## src/common/scene_settings.svh

```systemverilog
/* Scene settings for the 1080p snow overlay
   Screen size, sprite geometry, pellet grid and colours */

`ifndef SCENE_SETTINGS_SVH
`define SCENE_SETTINGS_SVH

// Active raster size
`define SCREEN_W        1920
`define SCREEN_H        1080

// Snowflakes
`define FLAKE_COUNT     12
`define FLAKE_HALF      8        // Half size of the flake box
`define FLAKE_X_STEP    137      // Sideways jump on wrap

// Pac-Man centre and shape
`define PAC_X           960
`define PAC_Y           250
`define PAC_R_SQ        900      // Radius 30 squared
`define PAC_MOUTH       45       // Mouth slope in 64ths

// Pellet field
`define DOT_MIN_X       80
`define DOT_MAX_X       1840
`define DOT_MIN_Y       80
`define DOT_MAX_Y       1000
`define DOT_PITCH       50
`define DOT_LO          22       // Pellet starts here within a cell
`define DOT_HI          28       // First position past the pellet

// Layer colours, {R, G, B}
`define COLOR_FLAKE     24'hFF_FF_FF
`define COLOR_DOT       24'hFF_FF_FF
`define COLOR_PACMAN    24'hFF_FF_00

`endif

```

## src/common/scene_pkg.sv

```systemverilog
/* Shared types for the snow scene overlay
   Pixel colour, raster position, sync and blanking bundles */

`default_nettype none

package scene_pkg;

    // Pixel colour, red in the top byte
    typedef struct packed {
        logic [7:0] r;
        logic [7:0] g;
        logic [7:0] b;
    } rgb_t;

    // Position inside the active raster
    typedef struct packed {
        logic [11:0] x;    // Pixel within the line
        logic [10:0] y;    // Line within the frame
    } raster_pos_t;

    // Video sync bits
    typedef struct packed {
        logic d;    // Data enable style sync
        logic v;
        logic h;
    } sync_t;

    // Blanking bits
    typedef struct packed {
        logic v;
        logic h;
    } blank_t;

endpackage

`default_nettype wire

```

## src/rtl/raster_tracker.sv

```systemverilog
/* Raster tracker
   Rebuilds x and y from blanking edges and flags each new frame */

`timescale 1ns/1ps
`default_nettype none

`include "scene_settings.svh"

module raster_tracker
    import scene_pkg::*;
(
    input  wire logic        clk_i,
    input  wire logic        rst_i,
    input  wire logic        cen_i,        // Pixel clock enable
    input  wire blank_t      blank_i,
    output raster_pos_t      pos_o,
    output logic             frame_tick_o  // One enabled cycle per frame
);

    blank_t      blank_q;    // Blank bits from the last enabled cycle
    raster_pos_t pos_q;

    logic h_fall;
    logic h_rise;
    logic v_fall;

    // Edges against the stored blank bits
    assign h_fall = blank_q.h & ~blank_i.h;    // Line starts
    assign h_rise = ~blank_q.h & blank_i.h;    // Line ends
    assign v_fall = blank_q.v & ~blank_i.v;    // Frame starts

    always_ff @(posedge clk_i) begin
        if (rst_i) begin
            blank_q <= '0;
            pos_q   <= '0;
        end else if (cen_i) begin
            blank_q <= blank_i;

            // Pixel counter
            if (h_fall) begin
                pos_q.x <= '0;
            end else if (!blank_i.h) begin
                pos_q.x <= pos_q.x + 12'd1;
            end

            // Line counter, frame start wins over line end
            if (v_fall) begin
                pos_q.y <= '0;
            end else if (h_rise) begin
                pos_q.y <= pos_q.y + 11'd1;
            end
        end
    end

    assign pos_o = pos_q;

    // Tick lands on the same edge that clears y
    assign frame_tick_o = cen_i & v_fall;

    // Pixel counter stays inside the active line
    a_x_range: assert property (
        @(posedge clk_i) disable iff (rst_i)
        pos_o.x < 12'(`SCREEN_W)
    );

endmodule

`default_nettype wire

```

## src/snowflake/snowflake_unit.sv

```systemverilog
/* Snowflake unit
   One falling flake with wrap and sideways reshuffle, plus its shape test */

`timescale 1ns/1ps
`default_nettype none

`include "scene_settings.svh"

module snowflake_unit
    import scene_pkg::*;
#(
    parameter int unsigned FLAKE_INDEX = 0
) (
    input  wire logic        clk_i,
    input  wire logic        rst_i,
    input  wire logic        cen_i,
    input  wire logic        frame_tick_i,   // Move once per frame
    input  wire raster_pos_t pos_i,
    output logic             hit_o
);

    // Start spread across the screen, speed 1 to 8
    localparam int unsigned INIT_X = (160 * FLAKE_INDEX) % `SCREEN_W;
    localparam int unsigned INIT_Y = (90 * FLAKE_INDEX) % `SCREEN_H;
    localparam logic [3:0]  FLAKE_SPEED = 4'((FLAKE_INDEX % 8) + 1);
    localparam int unsigned ARM_W = 2;     // Arm thickness

    logic [11:0] flake_x_q;
    logic [10:0] flake_y_q;

    logic [11:0] y_sum;        // Next y before wrap
    logic [11:0] x_shift;      // Reshuffled x before modulo
    logic [11:0] x_wrapped;

    logic [11:0] dx;
    logic [10:0] dy;
    logic [12:0] d_sum;
    logic        in_box;
    logic        in_shape;

    // Motion
    assign y_sum     = {1'b0, flake_y_q} + {8'd0, FLAKE_SPEED};
    assign x_shift   = flake_x_q + 12'(`FLAKE_X_STEP);
    assign x_wrapped = (x_shift >= 12'(`SCREEN_W)) ? x_shift - 12'(`SCREEN_W) : x_shift;

    always_ff @(posedge clk_i) begin
        if (rst_i) begin
            flake_x_q <= 12'(INIT_X);
            flake_y_q <= 11'(INIT_Y);
        end else if (cen_i && frame_tick_i) begin
            if (y_sum >= 12'(`SCREEN_H)) begin
                flake_y_q <= '0;            // Back to the top
                flake_x_q <= x_wrapped;     // New column
            end else begin
                flake_y_q <= y_sum[10:0];
            end
        end
    end

    // Absolute distances from the flake centre
    assign dx = (pos_i.x >= flake_x_q) ? pos_i.x - flake_x_q : flake_x_q - pos_i.x;
    assign dy = (pos_i.y >= flake_y_q) ? pos_i.y - flake_y_q : flake_y_q - pos_i.y;
    assign d_sum = {1'b0, dx} + {2'b00, dy};

    assign in_box = (dx <= 12'(`FLAKE_HALF)) && (dy <= 11'(`FLAKE_HALF));

    always_comb begin
        in_shape = 1'b0;
        if (dx < 12'(ARM_W) && dy < 11'(ARM_W)) begin
            in_shape = 1'b1;                            // Centre dot
        end else if (dy < 11'(ARM_W) && dx < 12'(`FLAKE_HALF)) begin
            in_shape = 1'b1;                            // Horizontal arm
        end else if (dx < 12'(ARM_W) && dy < 11'(`FLAKE_HALF)) begin
            in_shape = 1'b1;                            // Vertical arm
        end else if (dx == {1'b0, dy} && dx < 12'(`FLAKE_HALF)) begin
            in_shape = 1'b1;                            // Diagonals
        end else if (d_sum < 13'd3 && (dx > 12'd1 || dy > 11'd1)) begin
            in_shape = 1'b1;                            // Small ring near the centre
        end
    end

    assign hit_o = in_box & in_shape;

    // Position never leaves the raster
    a_y_inside: assert property (
        @(posedge clk_i) disable iff (rst_i)
        flake_y_q < 11'(`SCREEN_H)
    );

    a_x_inside: assert property (
        @(posedge clk_i) disable iff (rst_i)
        flake_x_q < 12'(`SCREEN_W)
    );

endmodule

`default_nettype wire

```

## src/rtl/pacman_sprite.sv

```systemverilog
/* Pac-Man sprite
   Filled circle with a wedge mouth opening to the right */

`timescale 1ns/1ps
`default_nettype none

`include "scene_settings.svh"

module pacman_sprite
    import scene_pkg::*;
(
    input  wire raster_pos_t pos_i,
    output logic             hit_o
);

    logic signed [31:0] rel_x;     // Offset from the centre
    logic signed [31:0] rel_y;
    logic signed [31:0] abs_y;
    logic signed [31:0] dist_sq;
    logic               in_circle;
    logic               in_mouth;

    // Signed offsets, 32 bits so the squares cannot overflow
    assign rel_x = $signed({20'd0, pos_i.x}) - 32'sd`PAC_X;
    assign rel_y = $signed({21'd0, pos_i.y}) - 32'sd`PAC_Y;
    assign abs_y = (rel_y < 0) ? -rel_y : rel_y;

    assign dist_sq   = rel_x * rel_x + rel_y * rel_y;
    assign in_circle = dist_sq < 32'sd`PAC_R_SQ;

    // Mouth wedge, 64*|dy| < slope*dx on the right half
    assign in_mouth = (rel_x > 0) && ((abs_y <<< 6) < rel_x * 32'sd`PAC_MOUTH);

    assign hit_o = in_circle & ~in_mouth;

endmodule

`default_nettype wire

```

## src/rtl/scene_compositor.sv

```systemverilog
/* Scene compositor
   Pellet grid, layer priority and the registered pixel and sync outputs */

`timescale 1ns/1ps
`default_nettype none

`include "scene_settings.svh"

module scene_compositor
    import scene_pkg::*;
(
    input  wire logic                    clk_i,
    input  wire logic                    rst_i,
    input  wire logic                    cen_i,
    input  wire raster_pos_t             pos_i,
    input  wire logic [`FLAKE_COUNT-1:0] flake_hit_i,   // One bit per flake
    input  wire logic                    pac_hit_i,
    input  wire sync_t                   sync_i,
    output rgb_t                         rgb_o,
    output sync_t                        sync_o
);

    logic [11:0] cell_x;       // Position within a pellet cell
    logic [10:0] cell_y;
    logic        in_field;
    logic        dot_hit;

    rgb_t  pix;
    rgb_t  rgb_q;
    sync_t sync_q;

    // Pellet grid
    assign cell_x = pos_i.x % 12'(`DOT_PITCH);
    assign cell_y = pos_i.y % 11'(`DOT_PITCH);

    assign in_field = (pos_i.x >= 12'(`DOT_MIN_X)) && (pos_i.x < 12'(`DOT_MAX_X)) &&
                      (pos_i.y >= 11'(`DOT_MIN_Y)) && (pos_i.y < 11'(`DOT_MAX_Y));

    assign dot_hit = in_field &&
                     (cell_x >= 12'(`DOT_LO)) && (cell_x < 12'(`DOT_HI)) &&
                     (cell_y >= 11'(`DOT_LO)) && (cell_y < 11'(`DOT_HI));

    // Later layers overwrite earlier ones
    always_comb begin
        pix = '0;                                   // Black background
        if (dot_hit) begin
            pix = rgb_t'(`COLOR_DOT);
        end
        if (pac_hit_i) begin
            pix = rgb_t'(`COLOR_PACMAN);
        end
        for (int i = 0; i < `FLAKE_COUNT; i++) begin
            if (flake_hit_i[i]) begin
                pix = rgb_t'(`COLOR_FLAKE);         // Higher index on top
            end
        end
    end

    // Output stage, sync delayed to line up with the pixel
    always_ff @(posedge clk_i) begin
        if (rst_i) begin
            rgb_q  <= '0;
            sync_q <= '0;
        end else if (cen_i) begin
            rgb_q  <= pix;
            sync_q <= sync_i;
        end
    end

    assign rgb_o  = rgb_q;
    assign sync_o = sync_q;

    // Held enable freezes the whole output word
    a_hold: assert property (
        @(posedge clk_i) disable iff (rst_i)
        !cen_i |=> $stable({rgb_o, sync_o})
    );

endmodule

`default_nettype wire

```

## src/rtl/snow_scene_top.sv

```systemverilog
/* Snow scene overlay top level
   Raster tracker, snowflake array, Pac-Man sprite and compositor */

`timescale 1ns/1ps
`default_nettype none

`include "scene_settings.svh"

module snow_scene_top
    import scene_pkg::*;
(
    input  wire logic  clk_i,
    input  wire logic  rst_i,
    input  wire logic  cen_i,       // Pixel clock enable
    input  wire rgb_t  vid_rgb_i,   // Incoming video, replaced by the scene
    input  wire blank_t blank_i,
    input  wire sync_t sync_i,
    output sync_t      sync_o,      // Delayed by one enabled cycle
    output rgb_t       rgb_o
);

    raster_pos_t             pos;
    logic                    frame_tick;
    logic [`FLAKE_COUNT-1:0] flake_hit;
    logic                    pac_hit;

    raster_tracker u_raster_tracker (
        .clk_i        (clk_i),
        .rst_i        (rst_i),
        .cen_i        (cen_i),
        .blank_i      (blank_i),
        .pos_o        (pos),
        .frame_tick_o (frame_tick)
    );

    // One unit per flake, index sets start point and speed
    for (genvar i = 0; i < `FLAKE_COUNT; i++) begin : gen_flakes
        snowflake_unit #(
            .FLAKE_INDEX (i)
        ) u_flake (
            .clk_i        (clk_i),
            .rst_i        (rst_i),
            .cen_i        (cen_i),
            .frame_tick_i (frame_tick),
            .pos_i        (pos),
            .hit_o        (flake_hit[i])
        );
    end

    pacman_sprite u_pacman (
        .pos_i (pos),
        .hit_o (pac_hit)
    );

    scene_compositor u_compositor (
        .clk_i       (clk_i),
        .rst_i       (rst_i),
        .cen_i       (cen_i),
        .pos_i       (pos),
        .flake_hit_i (flake_hit),
        .pac_hit_i   (pac_hit),
        .sync_i      (sync_i),
        .rgb_o       (rgb_o),
        .sync_o      (sync_o)
    );

endmodule

`default_nettype wire

```

## config.mk

```make
export PLATFORM = sky130hd
export DESIGN_NAME = snow_scene_top
export DESIGN_NICKNAME = d
export VERILOG_FILES = /design/src/common/scene_pkg.sv /design/src/rtl/raster_tracker.sv /design/src/snowflake/snowflake_unit.sv /design/src/rtl/pacman_sprite.sv /design/src/rtl/scene_compositor.sv /design/src/rtl/snow_scene_top.sv
export VERILOG_INCLUDE_DIRS = /design/src /design/src/common
export SDC_FILE = /design/constraint.sdc
export NUM_CORES = 2
export LEC_CHECK = 0
export BUFFER_PORTS_ARGS = -buffer_cell sky130_fd_sc_hd__buf_2
export CORE_UTILIZATION = 65
export DETAILED_ROUTE_END_ITERATION = 8
export GPL_ROUTABILITY_DRIVEN = 1
export MAX_ROUTING_LAYER = met4
export PLACE_DENSITY_LB_ADDON = 0.05
export SLEW_MARGIN = 10
export SYNTH_ARGS = -nofsm -noshare
export SYNTH_HDL_FRONTEND = slang
export SYNTH_SLANG_ARGS = --single-unit
```

## constraint.sdc

```tcl
create_clock -name clk_i -period 40.7 [get_ports clk_i]
set_input_delay 6.105 -clock clk_i [delete_from_list [all_inputs] [get_ports clk_i]]
set_output_delay 6.105 -clock clk_i [all_outputs]
set_load 0.05 [all_outputs]
```

# [Word-level counts from Yosys, hierarchy flattened]
# Cells that the tools add are included.
# W data, S select, Z words.
[totals] register_bits=328 word_cells=578 output_inout_bits=27 input_bits=32
[op_classes] order_cmp=168 bitwise=21 n_div=2 n_mux=127 eq_ne=13 multipliers=3 add_sub_neg=102 n_reduce_logical=108
[ops] cell="$mux W24" n=14
[ops] cell="$mux W12" n=26
[ops] cell="$ge A12 B11 Y1 const B" n=24
[ops] cell="$sub A12 B12 Y12" n=24
[ops] cell="$mux W11" n=26
[ops] cell="$sub A11 B11 Y11" n=24
[ops] cell="$add A12 B11 Y13" n=12
[ops] cell="$lt A13 B2 Y1 const B" n=12
[ops] cell="$add A12 B8 Y12 const B" n=12
[ops] cell="$eq A12 B11 Y1" n=12
[ops] cell="$ge A12 B12 Y1" n=12
[ops] cell="$gt A12 B1 Y1 const B" n=12
[ops] cell="$le A12 B4 Y1 const B" n=12
[ops] cell="$lt A12 B2 Y1 const B" n=12
[ops] cell="$lt A12 B4 Y1 const B" n=12
[ops] cell="$sub A12 B11 Y12 const B" n=12
[ops] cell="$ge A11 B11 Y1" n=12
[ops] cell="$gt A11 B1 Y1 const B" n=12
[ops] cell="$le A11 B4 Y1 const B" n=12
[ops] cell="$lt A11 B2 Y1 const B" n=12
[ops] cell="$lt A11 B4 Y1 const B" n=12
[ops] cell="$logic_and A1 B1 Y1" n=81
[ops] cell="$add A11 B3 Y12 const B" n=5
[ops] cell="$mux W1" n=60
[ops] cell="other kinds (33)" n=80

# [Logic depth before layout (Yosys ltp)]
[logic_depth] depth_word=23 depth_mapped=57

# [Cells and area by module]
# Synthesis repeated with hierarchy kept, for this count alone.
[hier_totals] cells_unflattened=9115 hier_area_um2=69292.7
[by_module_without_submodules] module="pacman_sprite" instances=1 cells_per_inst=1554 area_each_um2=14173.6
[by_module_without_submodules] module="snowflake_unit at gen_flakes[4].u_flake" instances=1 cells_per_inst=598 area_each_um2=4455.5
[by_module_without_submodules] module="snowflake_unit at gen_flakes[5].u_flake" instances=1 cells_per_inst=609 area_each_um2=4352.9
[by_module_without_submodules] module="snowflake_unit at gen_flakes[0].u_flake" instances=1 cells_per_inst=596 area_each_um2=4306.6
[by_module_without_submodules] module="snowflake_unit at gen_flakes[8].u_flake" instances=1 cells_per_inst=584 area_each_um2=4281.6
[by_module_without_submodules] module="snowflake_unit at gen_flakes[1].u_flake" instances=1 cells_per_inst=584 area_each_um2=4251.6
[by_module_without_submodules] module="snowflake_unit at gen_flakes[6].u_flake" instances=1 cells_per_inst=583 area_each_um2=4221.5
[by_module_without_submodules] module="snowflake_unit at gen_flakes[10].u_flake" instances=1 cells_per_inst=560 area_each_um2=4205.3
[by_module_without_submodules] module="snowflake_unit at gen_flakes[11].u_flake" instances=1 cells_per_inst=585 area_each_um2=4177.8
[by_module_without_submodules] module="snowflake_unit at gen_flakes[9].u_flake" instances=1 cells_per_inst=583 area_each_um2=4167.7
[by_module_without_submodules] module="snowflake_unit at gen_flakes[3].u_flake" instances=1 cells_per_inst=561 area_each_um2=4137.7
[by_module_without_submodules] module="snowflake_unit at gen_flakes[2].u_flake" instances=1 cells_per_inst=565 area_each_um2=4115.2
[by_module_without_submodules] module="snowflake_unit at gen_flakes[7].u_flake" instances=1 cells_per_inst=550 area_each_um2=4015.1
[by_module_without_submodules] module="scene_compositor" instances=1 cells_per_inst=473 area_each_um2=3235.6
[by_module_without_submodules] module="raster_tracker" instances=1 cells_per_inst=130 area_each_um2=1194.9

# [Worst setup path after synthesis]
# Ideal clock, no wire load.
[synth_timing] path_type="register to register" from="register u_raster_tracker.pos_q (netlist bit u_raster_tracker.pos_o[1])" to="register u_compositor.rgb_q (netlist bit u_compositor.rgb_o[14])" slack_ns=26.920 path_stages_with_launch=56 arrival_time_ns=13.693 n_path_buf=2 period_less_slack_ns=13.780 setup_ns=0.087 required_time_ns=40.613 path_cell_list="dfxtp_1 -> clkbuf_1 -> inv_1 -> ha_1 -> or3_1 -> xnor2_1 -> inv_1 -> clkbuf_1 -> nor2_1 -> fa_1 -> ha_1 -> fa_1 -> ha_1 -> inv_1 -> fa_1 -> inv_1 -> fa_1 -> a21oi_1 -> [... 20 more ...] -> fa_1 -> fa_1 -> inv_1 -> fa_1 -> ha_1 -> o21ai_0 -> o21ai_0 -> o2111ai_1 -> a2111oi_0 -> nand4_1 -> a311oi_1 -> nand4_1 -> nor4b_1 -> o211a_1 -> nand3_1 -> nand2_1 -> o31ai_1 -> o31ai_1"
[synth_between] elab_chain_cells=23
[synth_lines] item="start: declaration" line_no="raster_tracker.sv:21" text="raster_pos_t pos_q;"
[synth_lines] item="parallel branches: the longest is 22 deep, another holds $mod A11 B6 Y11"
[synth_lines] item="$mux W24 *" line_no="scene_compositor.sv:53" text="if (flake_hit_i[i]) begin"
[synth_lines] item="end signal: assignment" line_no="scene_compositor.sv:65" text="rgb_q <= pix;"
[synth_lines] item="end: declaration" line_no="scene_compositor.sv:29" text="rgb_t rgb_q;"
# Every way passes the cells marked *.
# A chain may end at the register's enable or synchronous reset.

# [Worst setup path after layout]
[layout_timing] from="register u_raster_tracker.pos_q (netlist bit u_raster_tracker.pos_o[3])" to="register u_compositor.rgb_q (netlist bit u_compositor.rgb_o[14])"
# The elaborated chain is that of the path after synthesis.

==> impl_metrics.csv <==
group,metric,value,unit
routing,wire_per_inst,20.1,um
global_routing,grt.busiest_layer,"met2",
clock_network,cts.repair.resized,0,
run_status,outcome,"completed",
worst_hold_path,min_to,"gen_flakes[3].u_flake.flake_x_q[11]",
setup_path,required,41250,ps
clock_network,clockRootBuffer,"clkbuf_16",
clock_network,path_clk_slew,60,ps
routing,drt-initial-drc-count,4990,
sta,setup_violations,0,
global_routing,gr-usage-met1,49.1,%
routing,avgViaCountPerCell,6.29,
placed_design,dp_hpwl,137000,um
power_and_ir_drop,total_power,2.56,mW
logic_synthesis,yosysSeqAreaShare,9.67,%
sta,slew_headroom,20.4,%
sta,tns,0,ps
setup_path,cpPeakStageDelay,760,ps
final_layout,instances_no_fill,9193,
sta,worst_pin_slew,1180,ps
sta,period_share,36.5,%
sta,hold_violations,0,
floorplan,die_x,311,um
sta,post-route-min-period,14850,ps
floorplan,start_util,66.0,%
logic_synthesis,avgSynthCellArea,7.78,um^2
setup_path,r2r_start,"u_raster_tracker.pos_o[3]",
clock_network,cts_tree,"yes",
global_routing,grt_pass1_vias,55300,
routing,drc,0,
sta,holdWs,486,ps
setup_path,start_kind,"register",
sta,fmax,67.3,MHz
global_routing,grt_max_degree,58,
clock_network,clk_latency,630,ps
clock_network,clk_path_buf_depth,3,
logic_synthesis,ys_warn_count,0,
worst_hold_path,hold_path.class,"register to register",
clock_network,postCtsHoldBufs,0,
sta,drv_slew,0,
placed_design,placed_cells,9112,
logic_synthesis,synthFlopType,"dfxtp_1",
setup_path,cp_max_fo,8,
final_layout,nets,9278,
placed_design,place_congestion,0.961,
setup_path,crit_path_top_delay_cell,"a2111oi_0",
logic_synthesis,ys_ff_latch,299,
power_and_ir_drop,p_per_area,39.4,nW/um^2
floorplan,fp.dieArea,96500,um^2
final_layout,area_growth,4.85,%
setup_path,path_common_cell,"fa_1",
final_layout,drive_gt1_share,4.75,%
power_and_ir_drop,leakage,30.2,nW
sta,finalClockSkew,34.7,ps
floorplan,coreArea,93700,um^2
sta,rsz0062_at_grt,"no",
routing,wl,185000,um
global_routing,grt_overflow,0,
global_routing,grtUsageMet2,60.9,%
worst_hold_path,whs_path_depth,2,
setup_path,rr_worst_depth,52,
floorplan,rows,112,
floorplan,io-pin-count,59,
worst_hold_path,worstHoldStart,"gen_flakes[3].u_flake.flake_x_q[11]",
setup_path,end_kind,"register",
flow_run,cap_viol_max_count,0,
logic_synthesis,syn_area,61900,um^2
setup_path,setup.worst_path.class,"register to register",
power_and_ir_drop,ir_worst_vdd,0.000451,V
global_routing,antenna_found_initial,9,
floorplan,die_h,311,um
placed_design,io_buffer_count,34,
logic_synthesis,synthArstFlopShare,0,%
logic_synthesis,synth_edf_count,0,
setup_path,critPathArrivalTime,15400,ps
logic_synthesis,netlist_instances,7956,
clock_network,htree_levels,2,
routing,drtAntennaViolNets,0,
clock_network,cts_setup_buffers,0,
global_routing,track_usage,38.7,%
clock_network,cts.sinks,299,
global_routing,grt_first_pass_wirelength,293000,um
setup_path,reg2reg_to,"u_compositor.rgb_o[14]",
global_routing,grt_use_met3,5.12,%
logic_synthesis,yosysTopAreaCellShare,19.3,%
routing,dr.pass1.iters,6,
logic_synthesis,synth.distinct_cells,113,
clock_network,cts_made_buffers,43,
logic_synthesis,synth_top_cell_by_area,"ha_1",
setup_path,rrSetupSlack,25850,ps
routing,num_vias,57800,
logic_synthesis,synth_area_leaders,"ha_1 19%, fa_1 13%, dfxtp_1 9.7%, inv_1 6.2%, xnor2_1 5.8%",
## per-stage QoR
step	area (um^2)	setup WS, ps	utilization, %
floorplan	62000	26920	-
global placement	63400	26230	67.6
detailed placement	63400	26070	67.6
CTS	64900	26070	69.2
global route	64900	24740	69.2
finish	64900	25850	69.2
## placed cells by master (no fill, tap or decap), types with 54 or more instances in the layout
cell type  instances
a211oi_1          60
a21o_1           208
a21oi_1          538
a31oi_1          103
and3_1            59
buf_4             93
dfxtp_1          276
fa_1             389
ha_1             954
inv_1           1022
mux2i_1          190
nand2_1          588
nand3_1          191
nand4_1           72
nor2_1           569
nor2b_1           86
nor3_1           177
nor4_1            82
o211ai_1          54
o21a_1            73
o21ai_0          461
o21bai_1         114
o31ai_1           60
or3_1             61
xnor2_1          408
xor2_1           104
## synthesized netlist by cell type (73+ instances only)
| library cell | n |
|---|---|
| o21ai_0 | 462 |
| nor2b_1 | 86 |
| nand2_1 | 590 |
| a21oi_1 | 538 |
| dfxtp_1 | 299 |
| ha_1 | 954 |
| mux2i_1 | 190 |
| a21o_1 | 208 |
| xor2_1 | 104 |
| o21bai_1 | 114 |
| xnor2_1 | 408 |
| nor3_1 | 177 |
| clkbuf_1 | 183 |
| nand3_1 | 191 |
| nor4_1 | 82 |
| nor2_1 | 571 |
| a31oi_1 | 104 |
| o21a_1 | 73 |
| fa_1 | 389 |
| inv_1 | 1026 |
## where the power goes
part / internal (mW) / leakage (nW) / total, mW / switching (mW)
Sequential: 0.295 / 2.43 / 0.300 / 0.00506
Combinational: 0.765 / 27.0 / 1.86 / 1.09
Clock: 0.239 / 0.706 / 0.402 / 0.162
Total: 1.30 / 30.2 / 2.56 / 1.26
## metal layers
metal,up-vias,share of wire [%]
met5,-,0
met4,0,5.2
met3,470,8.1
met2,2108,45
met1,27600,42
li1,27600,-
## kinds of logic after synthesis
| kind of cell | after synthesis | share of synthesized area, % |
|---|---|---|
| AO/OA/AOI/OAI | 2115 | 22.2 |
| other | 2 | 0.0121 |
| multiplexers | 240 | 4.02 |
| AND/OR/NAND/NOR | 2152 | 16.8 |
| flip-flops | 299 | 9.67 |
| buffers and inverters | 1288 | 8.03 |
| XOR/XNOR | 517 | 7.42 |
| adder cells (fa/ha/maj) | 1343 | 31.9 |
## worst max-delay path by stage
stage                                        end  slack (ps)                      start
final                     u_compositor.rgb_o[14]       25850  u_raster_tracker.pos_o[3]
after global routing      u_compositor.rgb_o[14]       24740  u_raster_tracker.pos_o[3]
after CTS                 u_compositor.rgb_o[14]       26070  u_raster_tracker.pos_o[3]
after detailed placement  u_compositor.rgb_o[14]       26070  u_raster_tracker.pos_o[3]
after global placement    u_compositor.rgb_o[14]       26230  u_raster_tracker.pos_o[3]
after floorplan           u_compositor.rgb_o[14]       26920  u_raster_tracker.pos_o[1]
## state kept, by name (all words and copies together), names as in the netlist
register / count
gen_flakes.u_flake.flake_x_q: 144
gen_flakes.u_flake.flake_y_q: 125
u_raster_tracker.pos_o: 23
u_compositor.sync_o: 3
u_compositor.rgb_o: 2
u_raster_tracker.blank_q: 2
## critical path: cells and delay by family (launching register included)
kind / cells / cell delay, ps
xor gates and xnor gates: 2 / 900
adders and majority gates: 13 / 6140
buffers and inverters: 8 / 940
AOI/OAI and AO/OA: 20 / 3810
DFF: 1 / 330
and+or+nand+nor: 9 / 2640
## area by class of cell
| class | count | area (um^2) |
|---|---|---|
| multi-input cells | 6388 | 51000 |
| fillers | 7974 | 28900 |
| flip-flops and latches | 299 | 6020 |
| inverters | 1044 | 3920 |
| well taps | 1254 | 1570 |
| clock buffers | 57 | 1200 |
| repair buffers | 127 | 875 |
| clock inverters | 19 | 264 |
| diodes | 5 | 12.5 |
No activity file was read; power rests on OpenSTA's default activity.
